--- config.mk ---
export PLATFORM = sky130hd
export DESIGN_NAME = llc_lookup_way
export DESIGN_NICKNAME = d
export VERILOG_FILES = /design/src/llc_pkg.sv /design/src/llc_lookup_way.sv
export SDC_FILE = /design/constraint.sdc
export NUM_CORES = 1
export LEC_CHECK = 0
export BUFFER_PORTS_ARGS = -buffer_cell sky130_fd_sc_hd__buf_4
export CORE_AREA = 2 2 366 368
export DETAILED_ROUTE_END_ITERATION = 10
export DIE_AREA = 0 0 368 370
export MAX_ROUTING_LAYER = met4
export REMOVE_ABC_BUFFERS = 1
export SLEW_MARGIN = 30
export SYNTH_ARGS = -nofsm -noshare
export SYNTH_HDL_FRONTEND = slang
export SYNTH_SLANG_ARGS = --single-unit
--- constraint.sdc ---
create_clock -name vclk -period 2
set_input_delay 0.2 -clock vclk [all_inputs]
set_output_delay 0.2 -clock vclk [all_outputs]
set_load 0.1 [all_outputs]
--- src/llc_pkg.sv ---
////////////////////////////////////////////////////////////////////////////
// last-level cache shared types
////////////////////////////////////////////////////////////////////////////

package llc_pkg;

    // address geometry
    localparam int ADDR_BITS      = 32;
    localparam int OFFSET_BITS    = 4;
    localparam int LINE_ADDR_BITS = ADDR_BITS - OFFSET_BITS;

    // line geometry, 16 bytes per line
    localparam int WORD_BITS      = 32;
    localparam int WORDS_PER_LINE = 4;

    typedef logic [LINE_ADDR_BITS-1:0] line_addr_t;
    typedef logic [WORDS_PER_LINE-1:0][WORD_BITS-1:0] line_t;

    // per-way line state
    typedef enum logic [1:0] {
        INVALID = 2'd0,
        VALID   = 2'd1,
        DIRTY   = 2'd2
    } llc_state_e;

    typedef enum logic {
        OP_READ  = 1'b0,
        OP_WRITE = 1'b1
    } llc_op_e;

    // requester side
    typedef struct packed {
        llc_op_e    op;
        line_addr_t addr;
        line_t      line;
    } llc_req_t;

    typedef struct packed {
        line_t line;
        logic  hit;
    } llc_rsp_t;

    // main memory side
    typedef struct packed {
        logic       write;
        line_addr_t addr;
        line_t      line;
    } mem_req_t;

    typedef struct packed {
        line_t line;
    } mem_rsp_t;

    // core stages, one request in flight
    typedef enum logic [1:0] {
        READ_MEM = 2'd0,
        LOOKUP   = 2'd1,
        PROCESS  = 2'd2,
        UPDATE   = 2'd3
    } stage_e;

endpackage
--- src/llc_lookup_way.sv ---
////////////////////////////////////////////////////////////////////////////
// way lookup and victim selection
////////////////////////////////////////////////////////////////////////////

`timescale 1ns/1ps

module llc_lookup_way #(
    parameter int SET_BITS = 4,
    parameter int WAY_BITS = 2,
    localparam int TAG_BITS = llc_pkg::LINE_ADDR_BITS - SET_BITS,
    localparam int WAYS = 1 << WAY_BITS
) (
    input  logic [TAG_BITS-1:0]                 tag_i,
    input  logic [WAYS-1:0][TAG_BITS-1:0]       tags_i,
    input  llc_pkg::llc_state_e [WAYS-1:0]      states_i,
    input  llc_pkg::line_t [WAYS-1:0]           lines_i,
    input  logic [WAY_BITS-1:0]                 evict_way_i,
    output logic                                hit_o,
    output logic [WAY_BITS-1:0]                 hit_way_o,
    output logic [WAY_BITS-1:0]                 victim_way_o,
    output logic                                victim_dirty_o,
    output logic [TAG_BITS-1:0]                 victim_tag_o,
    output llc_pkg::line_t                      victim_line_o,
    output llc_pkg::line_t                      hit_line_o
);
    import llc_pkg::*;

    always_comb begin
        hit_o        = 1'b0;
        hit_way_o    = '0;
        victim_way_o = evict_way_i;
        // descending scan so the lowest matching way wins
        for (int w = WAYS - 1; w >= 0; w--) begin
            if (states_i[w] != INVALID && tags_i[w] == tag_i) begin
                hit_o     = 1'b1;
                hit_way_o = WAY_BITS'(w);
            end
            if (states_i[w] == INVALID) begin
                victim_way_o = WAY_BITS'(w);
            end
        end
    end

    // victim contents for a possible writeback
    assign victim_dirty_o = (states_i[victim_way_o] == DIRTY);
    assign victim_tag_o   = tags_i[victim_way_o];
    assign victim_line_o  = lines_i[victim_way_o];
    assign hit_line_o     = lines_i[hit_way_o];

endmodule

==> results of run 1 <==
repair_timing:
action                     in CTS  in global routing
cloned                         57                  9
resized for setup            1231                664
setup buffers                 168                 82
setup endpoints to repair     286                286
pin swaps                     236                224
final cells by class:
cell class         instances  area (um^2)  share of cell area (%)
diodes                    13         32.5                  0.0929
inverters                  4         53.8                   0.154
multi-input cells       1453        14400                    41.2
well taps               1768         2210                    6.32
repair buffers          1509        18300                    52.2
repair inverters           1         11.3                  0.0322
cell families after synthesis:
family	synth area share (%)
and+or+nand+nor	35.8
muxes	0.101
xor gates and xnor gates	8.52
buffers and inverters	8.46
AOI/OAI and AO/OA	47.1
synth_stat cells:
| library cell | instances | area (um^2) |
|---|---|---|
| nor3b_1 | 1 | 7.51 |
| nor4_4 | 1 | 21.3 |
| nor3_1 | 5 | 25.0 |
| o21ai_1 | 1 | 5.00 |
| nor4_1 | 10 | 62.6 |
| buf_1 | 7 | 26.3 |
| a31oi_2 | 1 | 12.5 |
| a31oi_1 | 153 | 957 |
| or2_1 | 1 | 6.26 |
| a2bb2oi_2 | 120 | 1800 |
| inv_2 | 2 | 7.51 |
| buf_2 | 16 | 80.1 |
| o211ai_2 | 1 | 12.5 |
| xnor2_1 | 59 | 517 |
| inv_1 | 2 | 7.51 |
| a2bb2oi_1 | 8 | 70.1 |
| o221ai_1 | 128 | 1120 |
| mux2i_1 | 1 | 10.0 |
| a21oi_1 | 129 | 646 |
| buf_4 | 1 | 7.51 |
| and2_1 | 2 | 12.5 |
| nand3_1 | 5 | 25.0 |
| xor2_1 | 37 | 324 |
| nor2_1 | 8 | 30.0 |
| o22ai_1 | 1 | 6.26 |
| nand2_1 | 611 | 2290 |
| o21ai_0 | 2 | 10.0 |
| and3_1 | 152 | 951 |
| buf_6 | 13 | 146 |
| nand4_1 | 14 | 87.6 |
| a21o_1 | 1 | 7.51 |
| clkbuf_1 | 149 | 559 |
| nand2b_1 | 1 | 6.26 |
layout by cell type, fill, tap and decap left out, drive strengths merged, types with 2 or more instances in the layout:
cell type and n:
and2 2, xnor2 59, o221ai 128, buf 1502, a31oi 154, nor2 8, a21oi 129, nor4 11
a2bb2oi 128, and3 152, nor3 5, nand2 611, xor2 37, inv 4, nand3 5, o21ai 3
clkbuf 6, diode 13, nand4 14
power by group through the flow:
stage	clock network (mW)	logic, mW	registers (mW)
2_1_floorplan	0	6.44	0
3_3_place_gp	0	11.9	0
4_1_cts	0	15.3	0
6_report	0.000000798	16.6	0
3_5_place_dp	0	11.8	0
5_1_grt	0.000000745	16.9	0
final timing paths:
path / start / end / slack, ns / depth (start not counted)
worst max-delay path: tags_i[67] / hit_line_o[4] / -0.99 / 12
worst min-delay path: lines_i[402] / victim_line_o[18] / 0.83 / 4
layer usage:
layer	up-vias	global-route usage, %	part of all wire, %
met5	-	-	0
met4	0	4.43	3.7
met3	329	4.36	7.5
met2	1421	33.5	46
met1	10467	26.8	42
li1	8809	-	-
worst min-delay path, delay by kind of cell:
family	cells	cell delay [ns]
buf+inv	2	0.29
compound gates	1	0.08
simple gates	1	0.06
==> metrics.txt, run 1 <==
final estimated routing congestion in global placement=1.00; Sum Neg Setup Slack=-168.05 ns; fin cells=4748; starting density of the core=7.45%; sequential group share of total power=0%; GRT Util Overall=20.8%; DRC violations left=0; Comb pwr share=100.0%; internal power=6.92 mW; Setup Viol. Count Final=285; Register Area=0 um^2; largest net degree at the start of global routing=53; Crit path arrival time=2.79 ns; sequential share of the synthesized area=0%; Max-cap violations=0; initial DRC count=1888; Die Area=136000 um^2; pre-CTS WS=-1.28 ns; via density per instance=4.43; global route overflow=0; num rows=134; Clock buffer cells=0; minimum clock period=2.99 ns; Top Family by Delay on Critical Path=buffers and inverters; Avg Cell Area, Syn=6.00 um^2; via count=21026; Fin. Hold Viols=0; net switching power=9.68 mW; slowest stage delay, CP=0.37 ns; Clock power frac=0%; Crit path buffers/inverters=6; placed cell count=4480; worst path cell trace=buf_8, xor2_2, nor4_2, buf_4, nand4_1, or2_4, buf_12, buf_16, o221ai_2, a2bb2oi_4, buf_4, buf_12; P&R area growth vs syn=255%; Final ANT Viol Nets=0; Worst Setup Slack, final=-0.986 ns; Min-Delay Path Class=in -> out; nature of the critical path startpoint=input pin; Synth Instances=1643; final core occ=26.4%; highest-delay cell along the critical path=nor4_2; Worst Max-Slew Pin Slew=0.543 ns; nets=3611; worst hold slack=0.829 ns; failing checks=setup timing; status=complete, but fails checks; Crit. End Element=primary output; Yosys cell types=33; fmax=335 MHz; Net Sw Frac=58.3%; vias in the first global route=20279; fin crit share=149%; share of cells above drive strength 1=75.7%; Pins Over Slew Limit=0; Ys Warns=0; normalized max-slew margin=63.4%; peak supply drop=0.239 mV; dpl cell area=22500 um^2; fillers=13833; unrepaired setup endpoints after global routing=yes; final instance area=35000 um^2; DP HPWL=113 mm; count of input and output buffers=928; DRT Pass-1 Iters=6; hold_buf cts=0; PnR Total Power=16.6 mW; average wire per standard cell=32.1 um; worst-path maximum fanout=37; I/O pins=928; antenna violations before repair=26; Pwr Density=474 nW/um^2; critical path type=in -> out; Worst EP required=1.80 ns; total wire length=152 mm; Syn Std Cell Area=9860 um^2; core footprint=132000 um^2; die height=370 um; first-pass GRT wire length=190 mm; Die Width=368 um; leakage=14.5 nW; Seq cells=0
Note: power is estimated with default switching activity, not from simulation.
==> run 2, diff against run 1 <==
--- a/config.mk
+++ b/config.mk
@@ -5,11 +5,13 @@
 export SDC_FILE = /design/constraint.sdc
 export NUM_CORES = 1
 export LEC_CHECK = 0
+export ABC_AREA = 1
 export BUFFER_PORTS_ARGS = -buffer_cell sky130_fd_sc_hd__buf_4
-export CORE_AREA = 2 2 366 368
+export CORE_AREA = 2 2 364 366
 export DETAILED_ROUTE_END_ITERATION = 10
-export DIE_AREA = 0 0 368 370
+export DIE_AREA = 0 0 366 368
 export MAX_ROUTING_LAYER = met4
+export PLACE_DENSITY = 0.38
 export REMOVE_ABC_BUFFERS = 1
 export SLEW_MARGIN = 30
 export SYNTH_ARGS = -nofsm -noshare
==> run 2 against run 1 <==
Routed wire length shrank 12%; the flow still finishes with violations (setup timing); cell count grew 28%; largest power group unchanged; worst hold slack gained 0.057 ns; largest cell class unchanged; die area shrank 1.1%; utilization shrank 2.0 points.
==> metrics.txt, run 2 <==
average wire per standard cell=22.0 um (-32%); Fin. Hold Viols=0 (unchanged); sequential share of the synthesized area=0% (unchanged); Avg Cell Area, Syn=4.37 um^2 (-27%); Die Width=366 um (-0.54%); normalized max-slew margin=67.7% (+4.3 points); worst path cell trace=buf_12, buf_6, xnor2_2, buf_4, nand4_1, nor2_2, buf_6, nand2_8, nand2_4, nor2_4, buf_12, bufbuf_16, nand3_1, nand2_2, buf_12; placed cell count=5994 (+34%); cell mode on critical path=buf_12; critical path type=in -> out; nets=4966 (+38%); Comb pwr share=100.0% (about the same); share of cells above drive strength 1=46.2% (-30 points); Seq cells=0 (unchanged); Final ANT Viol Nets=0 (unchanged); Synth Area in Compound Gates=23.2% (-24 points); status=complete, but fails checks; global route overflow=0 (unchanged); highest-delay cell along the critical path=bufbuf_16; Worst Max-Slew Pin Slew=0.483 ns (-0.0609 ns); Net Sw Frac=67.5% (+9.2 points); Pins Over Slew Limit=0 (unchanged); Hold Path Stages=6 (+2); failing checks=setup timing; critical path depth=15 (+3); Pwr Density=397 nW/um^2 (-16%); unrepaired setup endpoints after global routing=yes; fmax=379 MHz (+13%); leakage=16.9 nW (+17%); Max-cap violations=0 (unchanged); final estimated routing congestion in global placement=0.991 (-1.3%); via density per instance=4.16 (-6.1%); post-synthesis simple-gate area fraction=51.0% (+15 points); multiplexer area fraction after synthesis=0% (-0.10 points); GRT Util Overall=18.7% (-2.2 points); slowest stage delay, CP=0.29 ns (-0.08 ns); pre-CTS WS=-0.996 ns (+0.284 ns); Worst Setup Slack, final=-0.639 ns (+0.347 ns); total wire length=134 mm (-12%); most numerous cell in the Yosys netlist=nand2_1; DRT Pass-1 Iters=5 (-1); Setup Viol. Count Final=284 (-0.35%); DP HPWL=106 mm (-6.1%); Hold EP=hit_line_o[112]; peak supply drop=0.193 mV (-19%); largest net degree at the start of global routing=77 (+45%); fillers=14997 (+8.4%); count of input and output buffers=928 (unchanged); I/O pins=928 (unchanged); Hold Startpoint=lines_i[368]; DRC violations left=0 (unchanged); XOR/XNOR Fraction of Synth Area=1.11% (-7.4 points); die height=368 um (-0.54%); nature of the critical path startpoint=input pin; vias in the first global route=24095 (+19%); internal power=4.13 mW (-40%); top cells by count, synth=nand2_1 (685), inv_1 (617), nand3_1 (532); P&R area growth vs syn=139%; first-pass GRT wire length=181 mm (-5.0%); Post-Synth Adder-Cell Area=0% (unchanged); fin cells=6091 (+28%); core footprint=131000 um^2 (-1.2%); sequential group share of total power=0% (unchanged); worst-path maximum fanout=9 (-76%); num rows=133 (-0.75%); Crit path arrival time=2.44 ns (-0.35 ns); antenna violations before repair=15 (-42%); commonest non-fill, non-tap cell in the layout=buf_4; minimum clock period=2.64 ns (-0.347 ns); post-synth top area share=19.9% (-3.3 points); Clock buffer cells=0 (unchanged); area leader, netlist=nand3_1; Clock power frac=0% (unchanged); PnR Total Power=12.7 mW (-23%); Crit path buffers/inverters=7 (+1); Synth Instances=3059 (+86%); largest family of logic cells by synthesized area=simple AND/OR/NAND/NOR gates; synth top area cells=nand3_1 (20%), nand2_1 (19%), inv_1 (17%); most frequent cells in the layout=buf_4 (1118), inv_1 (601), nand2_1 (434), nand3_1 (361), o21ai_0 (298); Worst EP required=1.80 ns (about the same); initial DRC count=1868 (-1.1%); Die Area=135000 um^2 (-1.1%); Register Area=0 um^2 (unchanged); Min-Delay Path Class=in -> out; Top Family by Delay on Critical Path=buffers and inverters; Ys Warns=0 (unchanged); starting density of the core=10.2% (+2.8 points); Crit. End Element=primary output; Yosys cell types=31 (-6.1%); Syn Std Cell Area=13400 um^2 (+36%); fin crit share=132% (-17 points); via count=25336 (+20%); net switching power=8.58 mW (-11%)
## run 2: cell count changes in the layout (fill, tap and decap cells not counted), moves of 81 or more
cell / previous run / this run
a31oi_4: 115 / 0
buf_12: 368 / 204
o21ai_0: 2 / 298
nand3_1: 5 / 361
buf_4: 866 / 1118
buf_6: 150 / 69
inv_1: 2 / 601
a2bb2oi_4: 107 / 0
nand3_2: 0 / 165
and3_4: 139 / 0
a21oi_1: 121 / 273
nor2_1: 4 / 256
## run 2: worst max path at each step
stage                start               to  slack, ns
2_1_floorplan  states_i[6]  victim_tag_o[0]     -12.51
3_3_place_gp     tag_i[23]   hit_line_o[88]      -1.02
3_5_place_dp     tag_i[18]   hit_line_o[88]       -1.0
4_1_cts          tag_i[22]   hit_line_o[88]      -0.67
5_1_grt          tag_i[22]    hit_line_o[2]      -0.71
6_report         tag_i[22]    hit_line_o[2]      -0.64
## run 2: per-stage QoR
stage | instance area (um^2) | util, % | hold WS [ns] | setup TNS, ns
final | 32000 | 24.5 | 0.886 | -118.10
after global routing | 32000 | 24.5 | 0.905 | -144.06
after CTS | 29700 | 22.7 | 0.884 | -127.51
after detailed placement | 26100 | 19.9 | 0.886 | -220.80
after global placement | 26100 | 19.9 | 0.880 | -226.17
after floorplan | 12400 | - | 0.861 | -2123.83
## run 2: timing repair
item                                    in CTS  in global routing
endpoints found under the setup margin     286                285
buffers inserted                            31                 19
resized for setup                          676                480
hold buffers                                 0                  0
pin swaps                                   64                100
gates cloned                                30                 12
## run 2: per-layer routing
metal | track usage (%) | vias to the layer above | part of all wire (%)
li1 | - | 12229 | -
met1 | 24.3 | 11985 | 45
met2 | 31.8 | 1020 | 48
met3 | 2.05 | 102 | 5.3
met4 | 2.33 | 0 | 1.9
met5 | - | - | 0
## run 2: area by class of cell
type,count,area (um^2),share of cell area (%)
inverter,627,2390,7.47
antenna,14,35.0,0.109
multi-input combinational,2218,12200,38.1
timing repair inverter,1,8.76,0.0273
tap,1755,2200,6.86
timing repair buffer,1476,15200,47.4
## run 2: kinds of logic (layout without fill, tap and decap cells)
| logic type | count (synthesis) | after routing |
|---|---|---|
| buffers and inverters | 841 | 2104 |
| AOI/OAI and AO/OA | 612 | 612 |
| other | 0 | 14 |
| and+or+nand+nor | 1589 | 1589 |
| xor gates and xnor gates | 17 | 17 |
## run 2: power by group through the flow
stage                     sequential [mW]  combinational, mW   clock [mW]
after CTS                               0               12.5            0
after global routing                    0               13.3  0.000000693
final                                   0               12.7  0.000000837
after detailed placement                0               11.6            0
after floorplan                         0               6.76            0
after global placement                  0               11.6            0
