--- src/llc_pkg.sv ---
////////////////////////////////////////////////////////////////////////////
// last-level cache shared types
////////////////////////////////////////////////////////////////////////////

package llc_pkg;

    // address geometry
    localparam int ADDR_BITS      = 32;
    localparam int OFFSET_BITS    = 4;
    localparam int LINE_ADDR_BITS = ADDR_BITS - OFFSET_BITS;

    // line geometry, 16 bytes per line
    localparam int WORD_BITS      = 32;
    localparam int WORDS_PER_LINE = 4;

    typedef logic [LINE_ADDR_BITS-1:0] line_addr_t;
    typedef logic [WORDS_PER_LINE-1:0][WORD_BITS-1:0] line_t;

    // per-way line state
    typedef enum logic [1:0] {
        INVALID = 2'd0,
        VALID   = 2'd1,
        DIRTY   = 2'd2
    } llc_state_e;

    typedef enum logic {
        OP_READ  = 1'b0,
        OP_WRITE = 1'b1
    } llc_op_e;

    // requester side
    typedef struct packed {
        llc_op_e    op;
        line_addr_t addr;
        line_t      line;
    } llc_req_t;

    typedef struct packed {
        line_t line;
        logic  hit;
    } llc_rsp_t;

    // main memory side
    typedef struct packed {
        logic       write;
        line_addr_t addr;
        line_t      line;
    } mem_req_t;

    typedef struct packed {
        line_t line;
    } mem_rsp_t;

    // core stages, one request in flight
    typedef enum logic [1:0] {
        READ_MEM = 2'd0,
        LOOKUP   = 2'd1,
        PROCESS  = 2'd2,
        UPDATE   = 2'd3
    } stage_e;

endpackage
--- src/llc_process_request.sv ---
////////////////////////////////////////////////////////////////////////////
// request processing, hit and miss handling
////////////////////////////////////////////////////////////////////////////

`timescale 1ns/1ps

module llc_process_request #(
    parameter int SET_BITS = 4,
    parameter int WAY_BITS = 2,
    localparam int TAG_BITS = llc_pkg::LINE_ADDR_BITS - SET_BITS
) (
    input  logic                    clk,
    input  logic                    rst,
    input  logic                    start_i,
    input  llc_pkg::llc_req_t       req_i,
    input  logic                    hit_i,
    input  logic [WAY_BITS-1:0]     hit_way_i,
    input  llc_pkg::line_t          hit_line_i,
    input  logic [WAY_BITS-1:0]     victim_way_i,
    input  logic                    victim_dirty_i,
    input  logic [TAG_BITS-1:0]     victim_tag_i,
    input  llc_pkg::line_t          victim_line_i,
    input  logic                    mem_req_ready_i,
    input  logic                    mem_rsp_valid_i,
    input  llc_pkg::mem_rsp_t       mem_rsp_i,
    output logic                    mem_req_valid_o,
    output llc_pkg::mem_req_t       mem_req_o,
    output logic                    mem_rsp_ready_o,
    output logic                    done_o,
    output logic [WAY_BITS-1:0]     upd_way_o,
    output llc_pkg::llc_state_e     upd_state_o,
    output llc_pkg::line_t          upd_line_o,
    output logic                    fill_o,
    output llc_pkg::line_t          rsp_line_o
);
    import llc_pkg::*;

    typedef enum logic [1:0] {
        IDLE      = 2'd0,
        WRITEBACK = 2'd1,
        FILL_REQ  = 2'd2,
        FILL_WAIT = 2'd3
    } proc_state_e;

    proc_state_e state_q;
    proc_state_e state_d;
    logic        is_write;
    line_addr_t  victim_addr;

    assign is_write    = (req_i.op == OP_WRITE);
    // victim sits in the same set as the request
    assign victim_addr = {victim_tag_i, req_i.addr[SET_BITS-1:0]};

    always_ff @(posedge clk or negedge rst) begin
        if (!rst) begin
            state_q <= IDLE;
        end else begin
            state_q <= state_d;
        end
    end

    // memory request payload, stable while valid is held
    always_comb begin
        mem_req_o.write = (state_q == WRITEBACK);
        mem_req_o.addr  = (state_q == WRITEBACK) ? victim_addr : req_i.addr;
        mem_req_o.line  = (state_q == WRITEBACK) ? victim_line_i : '0;
    end

    // result of the request
    always_comb begin
        upd_way_o   = hit_i ? hit_way_i : victim_way_i;
        upd_state_o = is_write ? DIRTY : VALID;
        if (is_write) begin
            upd_line_o = req_i.line;
        end else if (hit_i) begin
            upd_line_o = hit_line_i;
        end else begin
            upd_line_o = mem_rsp_i.line;
        end
    end

    assign rsp_line_o = upd_line_o;

    always_comb begin
        state_d         = state_q;
        done_o          = 1'b0;
        fill_o          = 1'b0;
        mem_req_valid_o = 1'b0;
        mem_rsp_ready_o = 1'b0;
        case (state_q)
            IDLE: begin
                if (start_i) begin
                    if (hit_i) begin
                        done_o = 1'b1;
                    end else if (victim_dirty_i) begin
                        state_d = WRITEBACK;
                    end else if (!is_write) begin
                        state_d = FILL_REQ;
                    end else begin
                        // write miss on a clean victim installs at once
                        done_o = 1'b1;
                        fill_o = 1'b1;
                    end
                end
            end
            WRITEBACK: begin
                mem_req_valid_o = 1'b1;
                if (mem_req_ready_i) begin
                    if (is_write) begin
                        state_d = IDLE;
                        done_o  = 1'b1;
                        fill_o  = 1'b1;
                    end else begin
                        state_d = FILL_REQ;
                    end
                end
            end
            FILL_REQ: begin
                mem_req_valid_o = 1'b1;
                if (mem_req_ready_i) begin
                    state_d = FILL_WAIT;
                end
            end
            FILL_WAIT: begin
                mem_rsp_ready_o = 1'b1;
                if (mem_rsp_valid_i) begin
                    state_d = IDLE;
                    done_o  = 1'b1;
                    fill_o  = 1'b1;
                end
            end
            default: begin
                state_d = IDLE;
            end
        endcase
    end

endmodule

--- config.mk ---
export PLATFORM = sky130hd
export DESIGN_NAME = llc_process_request
export DESIGN_NICKNAME = d
export VERILOG_FILES = /design/src/llc_pkg.sv /design/src/llc_process_request.sv
export SDC_FILE = /design/constraint.sdc
export NUM_CORES = 1
export LEC_CHECK = 0
export BUFFER_PORTS_ARGS = -buffer_cell sky130_fd_sc_hd__buf_2
export CAP_MARGIN = 25
export CORE_AREA = 2 2 389 391
export DETAILED_ROUTE_END_ITERATION = 10
export DIE_AREA = 0 0 391 393
export PLACE_DENSITY_LB_ADDON = 0.15
export SYNTH_ARGS = -nofsm -noshare
export SYNTH_HDL_FRONTEND = slang
export SYNTH_SLANG_ARGS = --single-unit
--- constraint.sdc ---
create_clock -name clk -period 1.95 [get_ports clk]
set_clock_uncertainty 0.1 [all_clocks]
set_input_delay 0.39 -clock clk [delete_from_list [all_inputs] [get_ports clk]]
set_output_delay 0.39 -clock clk [all_outputs]
set_load 0.01 [all_outputs]
==> results of run 1 <==
final timing paths:
kind,startpoint,endpoint,slack [ns]
worst min register to register,state_q[0],state_q[0],0.49
worst min-delay path,victim_dirty_i,state_q[1],0.44
max in group asynchronous,rst,state_q[0],1.18
worst max register to register,state_q[1],state_q[0],-0.03
worst max-delay path,state_q[1],mem_req_o[145],-0.22
min in group asynchronous,rst,state_q[0],0.46
synth_stat cells (2+ instances only):
cell type,instances,area share (%)
a21oi_1,2,0.20
and2_1,129,16
buf_2,13,1.3
buf_4,141,21
clkbuf_1,39,2.9
dfrtp_1,2,0.99
ha_1,6,1.5
inv_1,4,0.30
mux2_2,26,5.8
mux2i_1,129,26
nand2_1,129,9.6
nor2b_1,2,0.25
o21ai_0,130,13
cell usage in the layout (no fill, tap or decap), types with 2 or more instances in the layout:
cell,n
buf_8,16
buf_4,119
nor2b_1,2
o21ai_2,20
and2_4,57
inv_2,2
mux2i_2,4
buf_16,15
o21ai_1,53
mux2_2,6
ha_1,4
nand2_4,3
nand2_1,120
buf_2,830
nand2_2,6
diode_2,6
mux2i_1,116
buf_6,147
and2_1,72
ha_4,2
clkbuf_16,11
inv_1,2
buf_12,23
clkbuf_4,3
o21ai_0,43
o21ai_4,14
mux2_4,20
mux2i_4,9
timing repair:
action	CTS	global route
setup buffers	27	5
gates resized for setup	352	203
gates cloned	14	5
setup endpoints to repair	401	299
hold buffers	1	0
pin swaps	10	22
hold endpoints to repair	2	0
metrics by stage:
stage | power, W | hold WS, ns
after floorplan | 0.00271 | -0.00559
after global placement | 0.00621 | 0.0899
after detailed placement | 0.00615 | 0.0885
after CTS | 0.00798 | 0.425
after global routing | 0.00887 | 0.489
final | 0.00823 | 0.442
layout make-up:
cell class	count	share of cell area, %
Multi-Input combinational cell	561	29.2
Inverter	4	0.100
Tap cell	1944	16.2
Sequential cell	2	0.342
Antenna cell	6	0.100
Timing Repair Buffer	1162	53.6
Clock buffer	3	0.500
power groups by stage:
stage	combinational (W)	clock [W]	sequential [W]
floorplan	0.00263	0	0.0000820
global placement	0.00612	0	0.0000882
detailed placement	0.00606	0	0.0000870
CTS	0.00757	0.000317	0.0000914
global route	0.00845	0.000324	0.0000951
finish	0.00783	0.000313	0.0000905
kinds of logic after synthesis:
family | share of synthesized area, %
muxes | 31.5
DFF | 0.990
and+or+nand+nor | 26.4
adders and majority gates | 1.48
buffers and inverters | 25.5
AOI/OAI and AO/OA | 14.1
worst min-delay path: stages:
cell and delay, ns:
buf_2 0.10, nand2_1 0.09, o31ai_4 0.07, mux2i_1 0.07
per-layer routing:
metal / up-vias / share of wire, %
li1: 4373 / -
met1: 4149 / 37
met2: 593 / 51
met3: 84 / 11
met4: 34 / 1.3
met5: - / 0.38
==> summary.txt, run 1 <==
Placement
  • PortBufs: 988
  • Gpl congestion: 0.814
  • Placed cell count: 3,633
  • Placed Area: 12,500 sq um
  • Post-DP HPWL: 65.3 mm
  • Place WS: -0.799 ns

Finish
  • Largest reg by FF count: state_q
  • Nets: 2,316
  • Area of the multi-input gates: 4380 sq um
  • Area growth, synth to finish: 197%
  • Layout cell share with drive strength beyond 1: 75.9%
  • Largest register FFs: 2
  • Fillers: 17,600
  • Non-filler cells, final: 3,682
  • Final core utilization: 10.1%
  • Final instance area: 15,000 sq um
  • Sequential Area: 51.3 sq um
  • Top flop regs: state_q x2

Synthesis
  • EDFF count, synth: 0
  • Cell count after synthesis: 761
  • Synth Cell Area: 5060 sq um
  • Async SR Flop Fraction: 100%
  • Post-synthesis sequential area ratio: 0.990%
  • Syn. warnings: 0
  • Synth Register Bits: 2
  • Syn_nets: 1,343
  • Post-synth cell types: 22
  • Top_reg_cell synth: dfrtp_1
  • Synthesized area per cell: 6.65 sq um

Drt
  • Via Count: 9,233
  • DRC: 0
  • Wirelength, routed: 73.6 mm
  • First drt pass iteration count: 5
  • Routed WL per cell: 20.0 um
  • DR iter-0 viols: 298
  • Remaining antenna violation count: 0
  • DR vias/cell: 2.51

Global routing
  • First-pass GRT wire length: 88.9 mm
  • Gr busiest metal: met2
  • Vias in the first global route: 9,328
  • Met2 Track Usage GR: 15.8%
  • Total gr overflow: 0
  • Initial antenna violation count: 51
  • Largest net degree at the start of global routing: 22
  • Gr usage total: 8.71%
  • Met3 Use GR: 3.54%
  • Global Route met1 Usage: 9.63%

Critical path
  • Critical Path Max Stage Delay: 0.38 ns
  • Worst R2R Path Depth: 8
  • CP cell instances: inv_2 > ha_4 > buf_12 > buf_12 > mux2_4 > buf_6
  • Cell mode on critical path: buf_12
  • Worst setup path class: reg -> out
  • Worst Path Arrival: 1.68 ns
  • Crit path depth: 6
  • Critical Path Slowest Stage Cell: dfrtp_1
  • Nature of the critical path endpoint: output pin
  • Crit Path Max Fanout: 8
  • CP startpoint kind: flip-flop
  • Worst path bufs/invs: 4
  • Top delay family on crit path: buffers and inverters
  • Required @ worst endpoint: 1.46 ns

Clock network
  • H-tree Lvls: 1
  • Clock slew at reported path FFs: 0.03 ns
  • Clock Sinks: 2
  • CTS tree: yes
  • CTS Buffer Depth: 2
  • CTS root buf: clkbuf_16
  • Num CTS Buffers: 3
  • Clk_lat worst skew: 0.22 ns

Floorplan
  • Num ports: 997
  • DIE AREA: 154,000 sq um
  • Core area: 149,000 sq um
  • Initial Util: 3.39%
  • Die extent in x: 391 um
  • Die height: 393 um
  • Rows: 142

Power and ir drop
  • Lkg Pwr: 7.59 nW
  • Internal power: 0.00446 W
  • Peak supply drop: 234 uV
  • PD cells: 548 nW/um^2
  • Combinational share of power: 95.1%
  • Switching part of the total power: 45.8%
  • Clk pwr share: 3.8%
  • NetSw: 0.00377 W
  • Flop pwr share: 1.1%

Min path
  • Min-delay worst type: in -> reg
  • Hold Path Depth: 4

Status
  • Violated checks: negative setup slack
  • Status: finished with violations

Timing
  • Fin crit period: 2.17 ns
  • Fmax: 462 MHz
  • Fin. Hold Viols: 0
  • Setup Viol. Count Final: 154
  • Fin. max-slew vios: 0
  • RSZ-0062 raised after global routing: yes
  • Final worst-path cycle share: 111%
  • Setup TNS: -17.79 ns
  • PnR worst setup slack: -0.217 ns
  • Slew @ Worst Pin: 0.328 ns
  • Rel. slew slack: 77.9%

Flow run
  • Maxcap violations: 0
(Power assumes the default switching activity.)
==> inputs of run 2 (changes only) <==
--- a/config.mk
+++ b/config.mk
@@ -8,6 +8,7 @@
 export BUFFER_PORTS_ARGS = -buffer_cell sky130_fd_sc_hd__buf_2
 export CAP_MARGIN = 25
 export CORE_AREA = 2 2 389 391
+export CTS_BUF_LIST = sky130_fd_sc_hd__clkbuf_4 sky130_fd_sc_hd__clkbuf_8
 export DETAILED_ROUTE_END_ITERATION = 10
 export DIE_AREA = 0 0 391 393
 export PLACE_DENSITY_LB_ADDON = 0.15
==> summary.txt, run 2 (same netlist as run 1, synthesis figures left out) <==
Status
  • Status: finished with violations
  • Violated checks: negative setup slack

Finish
  • Final instance area: 15,000 sq um (-0.13%)
  • Fillers: 17,600 (+0.040%)
  • Largest reg by FF count: state_q
  • Final core utilization: 10.0% (-0.013 points)
  • Most frequent cells in the layout: buf_2 (837), buf_6 (149), nand2_1 (124)
  • Area growth, synth to finish: 197%
  • Largest register FFs: 2 (unchanged)
  • Nets: 2,318 (+0.086%)
  • Non-filler cells, final: 3,686 (+0.11%)
  • Layout cell share with drive strength beyond 1: 76.5% (+0.60 points)
  • Most common cell after layout, fill and taps aside: buf_2
  • Top flop regs: state_q x2

Flow run
  • Maxcap violations: 0 (unchanged)

Min path
  • Min-delay worst type: in -> reg

Timing
  • RSZ-0062 raised after global routing: yes
  • Fin. Hold Viols: 0 (unchanged)
  • Final worst-path cycle share: 111% (-0.45 points)
  • Fmax: 463 MHz (+0.41%)
  • Fin crit period: 2.16 ns (-0.00876 ns)
  • Setup Viol. Count Final: 160 (+3.9%)
  • Fin. max-slew vios: 0 (unchanged)
  • Slew @ Worst Pin: 0.309 ns (-0.0183 ns)
  • PnR worst setup slack: -0.208 ns (+0.00876 ns)
  • Rel. slew slack: 78.8% (+0.86 points)

Critical path
  • Critical Path Max Stage Delay: 0.38 ns (about the same)
  • Nature of the critical path endpoint: output pin
  • CP cell instances: inv_2 > ha_4 > buf_12 > buf_12 > mux2_4 > buf_6
  • Crit Path Max Fanout: 8 (unchanged)
  • Required @ worst endpoint: 1.46 ns (about the same)
  • Cell mode on critical path: buf_12
  • Top delay family on crit path: buffers and inverters
  • Critical Path Slowest Stage Cell: dfrtp_1
  • Worst path bufs/invs: 4 (unchanged)
  • Worst setup path class: reg -> out
  • CP startpoint kind: flip-flop
  • Worst Path Arrival: 1.67 ns (about the same)

Drt
  • Wirelength, routed: 74.0 mm (+0.47%)
  • Remaining antenna violation count: 0 (unchanged)
  • Routed WL per cell: 20.1 um (+0.36%)
  • DRC: 0 (unchanged)
  • DR vias/cell: 2.49 (-0.54%)
  • Via Count: 9,193 (-0.43%)
  • First drt pass iteration count: 4 (-1)
  • DR iter-0 viols: 279 (-6.4%)

Floorplan
  • Initial Util: 3.39% (unchanged)
  • Num ports: 997 (unchanged)
  • Core area: 149,000 sq um (unchanged)
  • Rows: 142 (unchanged)
  • Die height: 393 um (unchanged)
  • Die extent in x: 391 um (unchanged)
  • DIE AREA: 154,000 sq um (unchanged)

Clock network
  • CTS tree: yes
  • CTS Buffer Depth: 2 (unchanged)
  • CTS root buf: clkbuf_8
  • H-tree Lvls: 1 (unchanged)
  • Clk_lat worst skew: 0.21 ns (about the same)
  • Clock Sinks: 2 (unchanged)
  • Num CTS Buffers: 3 (unchanged)
  • Clock slew at reported path FFs: 0.03 ns (about the same)

Power and ir drop
  • Clk pwr share: 2.0% (-1.8 points)
  • NetSw: 0.00375 W (-0.40%)
  • Internal power: 0.00438 W (-1.9%)
  • Switching part of the total power: 46.2% (+0.38 points)
  • Flop pwr share: 1.1% (about the same)
  • PD cells: 542 nW/um^2 (-1.1%)
  • Tot Pwr: 0.00813 W (-1.2%)
  • Peak supply drop: 201 uV (-14%)
  • Combinational share of power: 96.8% (+1.7 points)
  • Lkg Pwr: 7.56 nW (-0.29%)

Global routing
  • First-pass GRT wire length: 88.8 mm (-0.22%)
  • Largest net degree at the start of global routing: 40 (+82%)
  • Vias in the first global route: 9,314 (-0.15%)
  • Gr busiest metal: met2
  • Total gr overflow: 0 (unchanged)
  • Initial antenna violation count: 48 (-5.9%)
  • Gr usage total: 8.68% (-0.031 points)
  • Met3 Use GR: 3.13% (-0.41 points)
  • Met2 Track Usage GR: 15.8% (about the same)
  • Global Route met1 Usage: 10.0% (+0.39 points)

Placement
  • PortBufs: 988 (unchanged)
  • Post-DP HPWL: 65.3 mm (unchanged)
  • Placed Area: 12,500 sq um (unchanged)
  • Gpl congestion: 0.814 (unchanged)
  • Placed cell count: 3,633 (unchanged)
run 2: repair_timing:
item / CTS / global route
hold buffers: 1 / 0
setup endpoints to repair: 401 / 299
buffers inserted: 31 / 10
hold endpoints to repair: 2 / 0
cloned: 12 / 6
pin swaps: 16 / 22
gates resized for setup: 376 / 202
run 2: tightest hold or removal path: stages:
cell	delay (ns)
buf_2	0.10
nand2_1	0.09
o31ai_4	0.07
mux2i_1	0.07
run 2: final timing paths:
path	from	endpoint	slack [ns]	cells after the start
worst min register to register	state_q[0]	state_q[0]	0.49	1
worst min-delay path	victim_dirty_i	state_q[1]	0.46	4
worst max-delay path	state_q[1]	mem_req_o[145]	-0.21	6
max in group asynchronous	rst	state_q[0]	1.17	2
min in group asynchronous	rst	state_q[0]	0.47	2
worst max register to register	state_q[1]	state_q[0]	-0.03	8
run 2: area by class of cell:
| cell class | instances | area (sq um) | share of cell area, % |
|---|---|---|---|
| repair buffers | 1164 | 8060 | 53.7 |
| multi-input cells | 561 | 4380 | 29.2 |
| well taps | 1944 | 2430 | 16.2 |
| flip-flops and latches | 2 | 51.3 | 0.342 |
| clock buffers | 3 | 41.3 | 0.275 |
| diodes | 8 | 20.0 | 0.134 |
| inverters | 4 | 15.0 | 0.100 |
run 2: power by group through the flow:
stage | Sequential, W | Clock, W | Combinational [W]
final | 0.0000905 | 0.000166 | 0.00787
after global routing | 0.0000951 | 0.000178 | 0.00851
after CTS | 0.0000914 | 0.000168 | 0.00759
after detailed placement | 0.0000870 | 0 | 0.00606
after global placement | 0.0000882 | 0 | 0.00612
after floorplan | 0.0000820 | 0 | 0.00263
run 2: layer usage:
layer	share of wire, %	wire [um]
met1	38	28300
met2	50	37300
met3	10	7420
met4	1.1	798
met5	0.23	167
run 2: stage by stage:
step	hold slack, ns	TNS (ns)	setup WS (ns)
after floorplan	-0.00559	-4.02	-0.0523
after global placement	0.0899	-41.48	-0.777
after detailed placement	0.0885	-39.74	-0.799
after CTS	0.438	-23.27	-0.222
after global routing	0.496	-29.21	-0.273
final	0.460	-16.33	-0.208
